==> config.mk <==
export PLATFORM = sky130hd
export DESIGN_NAME = fpu_top
export DESIGN_NICKNAME = d
export VERILOG_FILES = /design/src/common/fpu_pkg.sv /design/src/fpu/fp_addsub.sv /design/src/fpu/fp_mul.sv /design/src/fpu/fp_round_pack.sv /design/src/fpu/fpu_core.sv /design/src/fpu/fpu_sequencer.sv /design/src/hw/fpu_top.sv
export SDC_FILE = /design/constraint.sdc
export NUM_CORES = 2
export LEC_CHECK = 0
export BUFFER_PORTS_ARGS = -buffer_cell sky130_fd_sc_hd__buf_2
export CORE_MARGIN = 10
export CORE_UTILIZATION = 55
export CTS_CLUSTER_DIAMETER = 30
export DETAILED_ROUTE_END_ITERATION = 10
export PLACE_DENSITY = 0.8
export SYNTH_ARGS = -nofsm -noshare
export SYNTH_HDL_FRONTEND = slang
export SYNTH_SLANG_ARGS = --single-unit
==> constraint.sdc <==
create_clock -name clk -period 32.4 [get_ports clk]
set_clock_uncertainty 0.15 [all_clocks]
set_input_delay 4.86 -clock clk [delete_from_list [all_inputs] [get_ports clk]]
set_output_delay 4.86 -clock clk [all_outputs]
set_load 0.03 [all_outputs]
==> src/common/fpu_pkg.sv <==
package fpu_pkg;

	typedef enum logic [4:0] {
		OP_NOP,
		OP_ADD,
		OP_SUB,
		OP_MUL,
		OP_MADD,
		OP_MSUB,
		OP_NMSUB,
		OP_NMADD
	} fp_op_t;

	typedef enum logic [2:0] {
		RM_RNE = 3'd0,
		RM_RTZ = 3'd1,
		RM_RDN = 3'd2,
		RM_RUP = 3'd3,
		RM_RMM = 3'd4
	} fp_rm_t;

	typedef struct packed {
		logic	nv;
		logic	of;
		logic	uf;
		logic	nx;
	} fp_flags_t;

	typedef struct packed {
		fp_op_t			op;
		fp_rm_t			rm;
		logic [31:0]	a;
		logic [31:0]	b;
		logic [31:0]	c;
	} fp_fused_req_t;

	typedef struct packed {
		fp_op_t			op;
		fp_rm_t			rm;
		logic [31:0]	a;
		logic [31:0]	b;
	} fp_core_req_t;

	typedef struct packed {
		logic [31:0]	result;
		fp_flags_t		flags;
	} fp_resp_t;

	// Mantissa is hidden bit, 23 fraction bits, then guard, round, sticky
	typedef struct packed {
		logic				sign;
		logic signed [9:0]	exp;
		logic [26:0]		mant;
		logic				is_zero;
		logic				is_inf;
		logic				is_nan;
		logic				nv;
	} fp_unrounded_t;

	localparam logic [31:0] FP_CANON_NAN = 32'h7fc00000;

endpackage

==> src/fpu/fp_addsub.sv <==
`timescale 1ns/1ps

module fp_addsub (
	input	logic [31:0]				a,
	input	logic [31:0]				b,
	input	logic						subtract,
	output	fpu_pkg::fp_unrounded_t		sum
);
	logic			b_sign;
	logic			a_inf;
	logic			b_inf;
	logic			a_nan;
	logic			b_nan;
	logic			snan;
	logic			inf_minus_inf;
	logic			eff_sub;
	logic			swap;
	logic [7:0]		big_exp;
	logic [7:0]		small_exp;
	logic [26:0]	big_sig;
	logic [26:0]	small_sig;
	logic [7:0]		exp_diff;
	logic [4:0]		shift;
	logic [53:0]	small_ext;
	logic [26:0]	small_al;
	logic [27:0]	raw;
	logic [4:0]		lz;

	function automatic logic [4:0] lead_zeros(input logic [26:0] x);
		logic [4:0]	n;
		logic		found;
		n = 5'd0;
		found = 1'b0;
		for (int i = 26; i >= 0; i--) begin
			if (x[i])
				found = 1'b1;
			else if (!found)
				n = n + 5'd1;
		end
		return n;
	endfunction

	assign b_sign = b[31] ^ subtract;
	assign eff_sub = a[31] ^ b_sign;
	assign a_inf = a[30:23] == 8'hff && a[22:0] == 23'd0;
	assign b_inf = b[30:23] == 8'hff && b[22:0] == 23'd0;
	assign a_nan = a[30:23] == 8'hff && a[22:0] != 23'd0;
	assign b_nan = b[30:23] == 8'hff && b[22:0] != 23'd0;
	assign snan = (a_nan && !a[22]) || (b_nan && !b[22]);
	assign inf_minus_inf = a_inf && b_inf && eff_sub;

	//////////////////////////////////////////////////
	// Alignment of the smaller operand
	assign swap = b[30:0] > a[30:0];
	assign big_exp = swap ? b[30:23] : a[30:23];
	assign small_exp = swap ? a[30:23] : b[30:23];
	assign big_sig = {big_exp != 8'd0, swap ? b[22:0] : a[22:0], 3'b000};
	assign small_sig = {small_exp != 8'd0, swap ? a[22:0] : b[22:0], 3'b000};
	assign exp_diff = big_exp - small_exp;
	assign shift = (exp_diff > 8'd27) ? 5'd27 : exp_diff[4:0];
	assign small_ext = {small_sig, 27'd0} >> shift;
	assign small_al = {small_ext[53:28], |small_ext[27:0]};

	assign raw = eff_sub ? {1'b0, big_sig} - {1'b0, small_al}
		: {1'b0, big_sig} + {1'b0, small_al};
	assign lz = lead_zeros(raw[26:0]);

	always_comb begin
		sum.nv = snan || inf_minus_inf;
		sum.is_nan = a_nan || b_nan || inf_minus_inf;
		sum.is_inf = (a_inf || b_inf) && !sum.is_nan;
		sum.is_zero = raw == 28'd0 && !sum.is_nan && !sum.is_inf;
		if (a_inf)
			sum.sign = a[31];
		else if (b_inf)
			sum.sign = b_sign;
		else if (sum.is_zero)
			sum.sign = a[31] & b_sign;
		else
			sum.sign = swap ? b_sign : a[31];
		// Carry out shifts right, cancellation shifts left
		if (raw[27]) begin
			sum.exp = $signed({2'b00, big_exp}) + 10'sd1;
			sum.mant = {raw[27:2], raw[1] | raw[0]};
		end else begin
			sum.exp = $signed({2'b00, big_exp}) - $signed({5'd0, lz});
			sum.mant = raw[26:0] << lz;
		end
	end

endmodule

==> src/fpu/fp_mul.sv <==
`timescale 1ns/1ps

module fp_mul (
	input	logic [31:0]				a,
	input	logic [31:0]				b,
	output	fpu_pkg::fp_unrounded_t		product
);
	logic				a_zero;
	logic				b_zero;
	logic				a_inf;
	logic				b_inf;
	logic				a_nan;
	logic				b_nan;
	logic				snan;
	logic				zero_times_inf;
	logic [47:0]		prod;
	logic signed [9:0]	exp_sum;

	assign a_zero = a[30:23] == 8'd0;
	assign b_zero = b[30:23] == 8'd0;
	assign a_inf = a[30:23] == 8'hff && a[22:0] == 23'd0;
	assign b_inf = b[30:23] == 8'hff && b[22:0] == 23'd0;
	assign a_nan = a[30:23] == 8'hff && a[22:0] != 23'd0;
	assign b_nan = b[30:23] == 8'hff && b[22:0] != 23'd0;
	assign snan = (a_nan && !a[22]) || (b_nan && !b[22]);
	assign zero_times_inf = (a_zero && b_inf) || (a_inf && b_zero);

	assign prod = {1'b1, a[22:0]} * {1'b1, b[22:0]};
	assign exp_sum = $signed({2'b00, a[30:23]}) + $signed({2'b00, b[30:23]}) - 10'sd127;

	always_comb begin
		product.sign = a[31] ^ b[31];
		product.nv = snan || zero_times_inf;
		product.is_nan = a_nan || b_nan || zero_times_inf;
		product.is_inf = (a_inf || b_inf) && !product.is_nan;
		product.is_zero = (a_zero || b_zero) && !product.is_nan && !product.is_inf;
		// Product of two significands lies in [1,4)
		if (prod[47]) begin
			product.exp = exp_sum + 10'sd1;
			product.mant = {prod[47:24], prod[23], prod[22], |prod[21:0]};
		end else begin
			product.exp = exp_sum;
			product.mant = {prod[46:23], prod[22], prod[21], |prod[20:0]};
		end
	end

endmodule

==> src/fpu/fp_round_pack.sv <==
`timescale 1ns/1ps

module fp_round_pack #(
	parameter int ROUND_MODES_RMM = 1
) (
	input	fpu_pkg::fp_unrounded_t		value,
	input	fpu_pkg::fp_rm_t			rm,
	output	fpu_pkg::fp_resp_t			resp
);
	import fpu_pkg::*;

	fp_rm_t				rm_eff;
	logic				lsb;
	logic				guard;
	logic				sticky;
	logic				inexact;
	logic				round_up;
	logic				to_inf;
	logic [24:0]		rounded;
	logic signed [10:0]	exp_r;

	// Without the ties-away rounder RMM falls back to RNE
	assign rm_eff = (rm == RM_RMM && ROUND_MODES_RMM == 0) ? RM_RNE : rm;
	assign lsb = value.mant[3];
	assign guard = value.mant[2];
	assign sticky = value.mant[1] | value.mant[0];
	assign inexact = guard | sticky;

	always_comb begin
		case (rm_eff)
			RM_RTZ: round_up = 1'b0;
			RM_RDN: round_up = value.sign && inexact;
			RM_RUP: round_up = !value.sign && inexact;
			RM_RMM: round_up = guard;
			default: round_up = guard && (sticky || lsb);
		endcase
	end

	assign rounded = {1'b0, value.mant[26:3]} + {24'd0, round_up};
	assign exp_r = $signed({value.exp[9], value.exp}) + $signed({10'd0, rounded[24]});
	assign to_inf = !(rm_eff == RM_RTZ || (rm_eff == RM_RUP && value.sign)
		|| (rm_eff == RM_RDN && !value.sign));

	//////////////////////////////////////////////////
	// Special cases and packing
	always_comb begin
		resp.flags = '0;
		if (value.is_nan) begin
			resp.result = FP_CANON_NAN;
			resp.flags.nv = value.nv;
		end else if (value.is_inf) begin
			resp.result = {value.sign, 8'hff, 23'd0};
		end else if (value.is_zero) begin
			resp.result = {value.sign, 31'd0};
		end else if (exp_r >= 11'sd255) begin
			resp.result = to_inf ? {value.sign, 8'hff, 23'd0} : {value.sign, 8'hfe, 23'h7fffff};
			resp.flags.of = 1'b1;
			resp.flags.nx = 1'b1;
		end else if (exp_r < 11'sd1) begin
			// Tiny results flush to a signed zero
			resp.result = {value.sign, 31'd0};
			resp.flags.uf = 1'b1;
			resp.flags.nx = 1'b1;
		end else begin
			resp.result = {value.sign, exp_r[7:0], rounded[22:0]};
			resp.flags.nx = inexact;
		end
	end

endmodule

==> src/fpu/fpu_core.sv <==
`timescale 1ns/1ps

module fpu_core #(
	parameter int ROUND_MODES_RMM = 1
) (
	input	logic						clk,
	input	logic						reset,
	input	logic						flush,
	input	logic						valid_in,
	output	logic						ready_out,
	input	fpu_pkg::fp_core_req_t		req,
	output	logic						valid_out,
	output	fpu_pkg::fp_resp_t			resp
);
	import fpu_pkg::*;

	logic			s1_valid;
	fp_core_req_t	s1_req;
	logic			s2_valid;
	logic			do_sub;
	fp_unrounded_t	sum;
	fp_unrounded_t	product;
	fp_unrounded_t	selected;
	fp_resp_t		packed_resp;

	// Subnormals read as zero of the same sign
	function automatic logic [31:0] daz(input logic [31:0] x);
		return (x[30:23] == 8'd0) ? {x[31], 31'd0} : x;
	endfunction

	assign ready_out = !s1_valid && !s2_valid;
	assign valid_out = s2_valid;

	always_ff @(posedge clk or posedge reset) begin
		if (reset) begin
			s1_valid <= 1'b0;
			s2_valid <= 1'b0;
		end else if (flush) begin
			s1_valid <= 1'b0;
			s2_valid <= 1'b0;
		end else begin
			s1_valid <= valid_in && ready_out;
			s2_valid <= s1_valid;
		end
	end

	always_ff @(posedge clk) begin
		if (valid_in && ready_out)
			s1_req <= '{op: req.op, rm: req.rm, a: daz(req.a), b: daz(req.b)};
		if (s1_valid)
			resp <= packed_resp;
	end

	//////////////////////////////////////////////////
	// Datapaths
	assign do_sub = s1_req.op == OP_SUB;

	fp_addsub addsub0 (
		.a(s1_req.a),
		.b(s1_req.b),
		.subtract(do_sub),
		.sum(sum)
	);

	fp_mul mul0 (
		.a(s1_req.a),
		.b(s1_req.b),
		.product(product)
	);

	always_comb begin
		selected = (s1_req.op == OP_MUL) ? product : sum;
		// Zero from opposite signs is -0 only when rounding down
		if (s1_req.op != OP_MUL && selected.is_zero && (s1_req.a[31] ^ s1_req.b[31] ^ do_sub))
			selected.sign = s1_req.rm == RM_RDN;
	end

	fp_round_pack #(
		.ROUND_MODES_RMM(ROUND_MODES_RMM)
	) round0 (
		.value(selected),
		.rm(s1_req.rm),
		.resp(packed_resp)
	);

	assert property (@(posedge clk) disable iff (reset)
		valid_in && ready_out |-> req.op inside {OP_ADD, OP_SUB, OP_MUL});

endmodule

==> src/fpu/fpu_sequencer.sv <==
`timescale 1ns/1ps

module fpu_sequencer (
	input	logic						clk,
	input	logic						reset,
	input	logic						flush,
	input	logic						valid_in,
	output	logic						ready_out,
	input	fpu_pkg::fp_fused_req_t		req,
	output	logic						valid_out,
	input	logic						ready_in,
	output	fpu_pkg::fp_resp_t			resp,
	output	logic						core_valid,
	output	fpu_pkg::fp_core_req_t		core_req,
	input	logic						core_ready,
	input	logic						core_valid_out,
	input	fpu_pkg::fp_resp_t			core_resp
);
	import fpu_pkg::*;

	typedef enum logic [1:0] {
		IDLE,
		PASS1,
		PASS2,
		HOLD
	} state_t;

	state_t			state;
	fp_op_t			op_q;
	logic [31:0]	c_q;
	fp_flags_t		flags_q;
	fp_resp_t		resp_q;
	fp_resp_t		merged;
	logic			accept;
	logic			fused;
	logic			negate;

	assign accept = valid_in && ready_out;
	assign fused = req.op inside {OP_MADD, OP_MSUB, OP_NMSUB, OP_NMADD};
	assign negate = op_q == OP_NMSUB || op_q == OP_NMADD;

	// Final flags carry whatever the product pass raised
	always_comb begin
		merged.result = core_resp.result;
		merged.flags = core_resp.flags | flags_q;
	end

	assign ready_out = state == IDLE;
	assign valid_out = state == HOLD || (state == PASS2 && core_valid_out);
	assign resp = (state == HOLD) ? resp_q : merged;

	//////////////////////////////////////////////////
	// Control
	always_ff @(posedge clk or posedge reset) begin
		if (reset) begin
			state <= IDLE;
			core_valid <= 1'b0;
		end else if (flush) begin
			state <= IDLE;
			core_valid <= 1'b0;
		end else begin
			if (core_valid && core_ready)
				core_valid <= 1'b0;
			case (state)
				IDLE: if (accept) begin
					state <= fused ? PASS1 : PASS2;
					core_valid <= 1'b1;
				end
				PASS1: if (core_valid_out) begin
					state <= PASS2;
					core_valid <= 1'b1;
				end
				PASS2: if (core_valid_out)
					state <= ready_in ? IDLE : HOLD;
				HOLD: if (ready_in)
					state <= IDLE;
				default: state <= IDLE;
			endcase
		end
	end

	//////////////////////////////////////////////////
	// Request and result payload
	always_ff @(posedge clk) begin
		case (state)
			IDLE: if (accept) begin
				core_req <= '{op: fused ? OP_MUL : req.op, rm: req.rm, a: req.a, b: req.b};
				op_q <= req.op;
				c_q <= req.c;
				flags_q <= '0;
			end
			// Second pass adds or subtracts c from the rounded product
			PASS1: if (core_valid_out) begin
				core_req.op <= (op_q == OP_MADD || op_q == OP_NMSUB) ? OP_ADD : OP_SUB;
				core_req.a <= {core_resp.result[31] ^ negate, core_resp.result[30:0]};
				core_req.b <= c_q;
				flags_q <= core_resp.flags;
			end
			PASS2: if (core_valid_out)
				resp_q <= merged;
			default: ;
		endcase
	end

	assert property (@(posedge clk) disable iff (reset || flush)
		valid_out && !ready_in |=> valid_out && $stable(resp));

endmodule

==> src/hw/fpu_top.sv <==
`timescale 1ns/1ps

module fpu_top #(
	parameter int ROUND_MODES_RMM = 1
) (
	input	logic						clk,
	input	logic						reset,
	input	logic						flush,
	input	logic						valid_in,
	output	logic						ready_out,
	input	fpu_pkg::fp_fused_req_t		req,
	output	logic						valid_out,
	input	logic						ready_in,
	output	fpu_pkg::fp_resp_t			resp
);
	import fpu_pkg::*;

	logic			core_valid;
	fp_core_req_t	core_req;
	logic			core_ready;
	logic			core_valid_out;
	fp_resp_t		core_resp;

	fpu_sequencer seq0 (
		.clk(clk),
		.reset(reset),
		.flush(flush),
		.valid_in(valid_in),
		.ready_out(ready_out),
		.req(req),
		.valid_out(valid_out),
		.ready_in(ready_in),
		.resp(resp),
		.core_valid(core_valid),
		.core_req(core_req),
		.core_ready(core_ready),
		.core_valid_out(core_valid_out),
		.core_resp(core_resp)
	);

	fpu_core #(
		.ROUND_MODES_RMM(ROUND_MODES_RMM)
	) core0 (
		.clk(clk),
		.reset(reset),
		.flush(flush),
		.valid_in(core_valid),
		.ready_out(core_ready),
		.req(core_req),
		.valid_out(core_valid_out),
		.resp(core_resp)
	);

endmodule

==> out/metrics.cfg <==
[run_status]
status=finished clean

[sta]
setup_viol=0
tns_ps=0
maxSlewHeadroom_pct=10.29
tightest_slew_ps=1332
min_period_ps=30300
drv_slew=0
fmaxAchievable_mhz=33.01
hold_ws_ps=268.4
final_hold_viol_count=0
period_share_pct=93.51

[logic_synthesis]
synth_top_flop_cell=edfxtp_1
netlist_area_um2=45050
avgSynthCellArea_um2=8.634
ys_ff_latch=262
ys_top_cells_by_area=fa_1 22%, edfxtp_1 17%, ha_1 9.2%, inv_1 5.9%, nand2_1 4.9%
async_reset_ff_share_pct=1.908
ys_types=130
synth_edf_count=257
synth_fp_nets=6145
netlist_instances=5218
netlist.area_leader.share_pct=21.55
synth_most_common_cell=inv_1
ys_warn_count=0
synthTopCellsByCount=706 x inv_1, 585 x nand2_1, 485 x fa_1, 362 x nor2_1, 333 x ha_1
yosysTopAreaCell=fa_1
ys_seq_area_share_pct=17.41

[critical_path]
required_ps=32720
startpoint_type=flip-flop
endpoint_kind=flip-flop
r2r_cells=146
crit-reg2reg-launch=core0.s1_req[62]$_SDFFCE_PN0P_
critPathMaxFanout=24
slowest_stage=a211oi_2
reg2reg_to=core0.resp[7]$_SDFFCE_PP0P_
cp.arrival_ps=30620
cpMostUsedCell=ha_1
r2r_slack_ps=2100
critPathKind=reg -> reg
cp_slowest_stage_delay_ps=550
crit_path_start=core0.s1_req[62]$_SDFFCE_PN0P_

[finish]
stdcell_count=6362
fin_util_pct=60.86
area_growth_pct=9.154
nNetsFinal=6178
drive_above_1_share_pct=10.68

[cts]
clk_latency_ps=630
clock_sinks=262
root_buffer=clkbuf_16
clkTransAtPathRegs_ps=50
clk_path_buf_depth=3
htreeDepth=2
cts_buffers=56
tritoncts=built

[placed_design]
hpwl_mm=120.9
dp.cells=6237
io_buffer_count=146
gp_congestion=1.022

[worst_hold_path]
hold_path_end=core0.s1_req[69]$_DFFE_PP_
min_from=seq0.core_req[69]$_SDFFCE_PP0P_
hold_path_depth=0
hp-class=reg -> reg

[global_routing]
gr-total-overflow=0
grt_antenna_before_repair=9
grt_max_degree=73
track_usage_pct=32.77
grt_pass1_wl_mm=240.2
grt_pass1_vias=39815

[floorplan]
boundaryPins=147
die_w_um=306.2
start_util_pct=55.75
coreArea_um2=80810
die_height_um=306.2
die_area_um2=93760
rows=104

[route]
routed_via_density=6.394
drt-initial-drc-count=5084
postRouteAntennaNets=0
dr.pass1.iters=7
vias=40677
drt-total-wl_mm=157.9
wl_per_cell_um=24.82
drcViolationCount=0

[flow_run]
maxCapViolCount=0

## sequential cells by signal, indices dropped and copies added, names as in the netlist
name / cells
seq0.op_q: 5
seq0.core_valid: 1
seq0.resp_q: 36
seq0.c_q: 32
core0.s1_req: 72
core0.valid_out: 1
core0.s1_valid: 1
core0.resp: 36
seq0.state: 2
seq0.core_req: 72
seq0.flags_q: 4
## layer usage
metal	vias up	wire, µm	track usage, %
li1	17822	-	-
met1	19721	60120	42.79
met2	2606	68770	49.72
met3	520	20170	9.635
met4	8	8757	15.17
met5	-	68	0
## cell type report
| cell class | instances | area (µm²) |
|---|---|---|
| multi-input cells | 3954 | 33700 |
| fillers | 6634 | 31630 |
| flip-flops and latches | 262 | 7843 |
| well taps | 1060 | 1326 |
| repair buffers | 262 | 1618 |
| clock inverters | 46 | 576.8 |
| inverters | 715 | 2691 |
| clock buffers | 59 | 1413 |
| diodes | 4 | 10.01 |
## cell families after synthesis
logic type / count (synthesis) / share of synthesized area, %
AOI/OAI and AO/OA: 1011 / 15.45
xor gates and xnor gates: 206 / 4.546
adders and majority gates: 819 / 30.82
buffers and inverters: 1004 / 8.565
DFF: 262 / 17.41
muxes: 180 / 4.266
and+or+nand+nor: 1736 / 18.94
## what timing repair did
item / in CTS / in global routing
buffers inserted: 0 / 14
endpoints found under the setup margin: 0 / 34
gates resized for setup: 0 / 54
hold buffers: 0 / 0
endpoints found under the hold margin: 0 / 0
## worst max-delay path by stage
stage / end / slack, ps / cells past startpoint
after detailed placement: core0.resp[15]$_SDFFCE_PP0P_ / 580 / 145
final: core0.resp[7]$_SDFFCE_PP0P_ / 2100 / 146
after floorplan: core0.resp[10]$_SDFFCE_PP0P_ / 3700 / 149
after global placement: core0.resp[12]$_SDFFCE_PP0P_ / 1380 / 144
after CTS: core0.resp[13]$_SDFFCE_PP0P_ / 360 / 145
after global routing: core0.resp[13]$_SDFFCE_PP0P_ / -60 / 148
## worst max-delay path: cells and delay by family (launching register included)
family | cells | cell delay [ps]
and+or+nand+nor | 38 | 6640
buffers and inverters | 9 | 1380
DFF | 1 | 400
AOI/OAI and AO/OA | 55 | 10680
muxes | 11 | 2270
adders and majority gates | 21 | 6320
xor gates and xnor gates | 12 | 2310
## cell usage in the layout, fill, tap and decap left out, drive strengths merged, types with 26 or more instances in the layout
| cell | count |
|---|---|
| inv | 718 |
| nand2 | 586 |
| fa | 485 |
| nor2 | 367 |
| ha | 333 |
| buf | 262 |
| edfxtp | 257 |
| and2 | 242 |
| a21oi | 237 |
| o21ai | 209 |
| xnor2 | 152 |
| mux2i | 114 |
| nor3 | 95 |
| nand3 | 95 |
| a22o | 68 |
| mux2 | 63 |
| clkbuf | 59 |
| nand4 | 55 |
| a21o | 52 |
| nor4 | 52 |
| a31oi | 49 |
| xor2 | 44 |
| nor2b | 41 |
| nand2b | 40 |
| and3 | 39 |
| a211oi | 36 |
| o21bai | 35 |
| o211ai | 35 |
| o22ai | 26 |
## stage by stage
step / instance area (µm²) / worst slack, ps
finish: 49180 / 2104
CTS: 48740 / 358.7
detailed placement: 46750 / 580.6
global placement: 46750 / 1377
floorplan: 45050 / 3695
global route: 49170 / -55.57
Power is not shown: default switching activity piles up to over one toggle a cycle in this logic, so the estimate is an artifact.
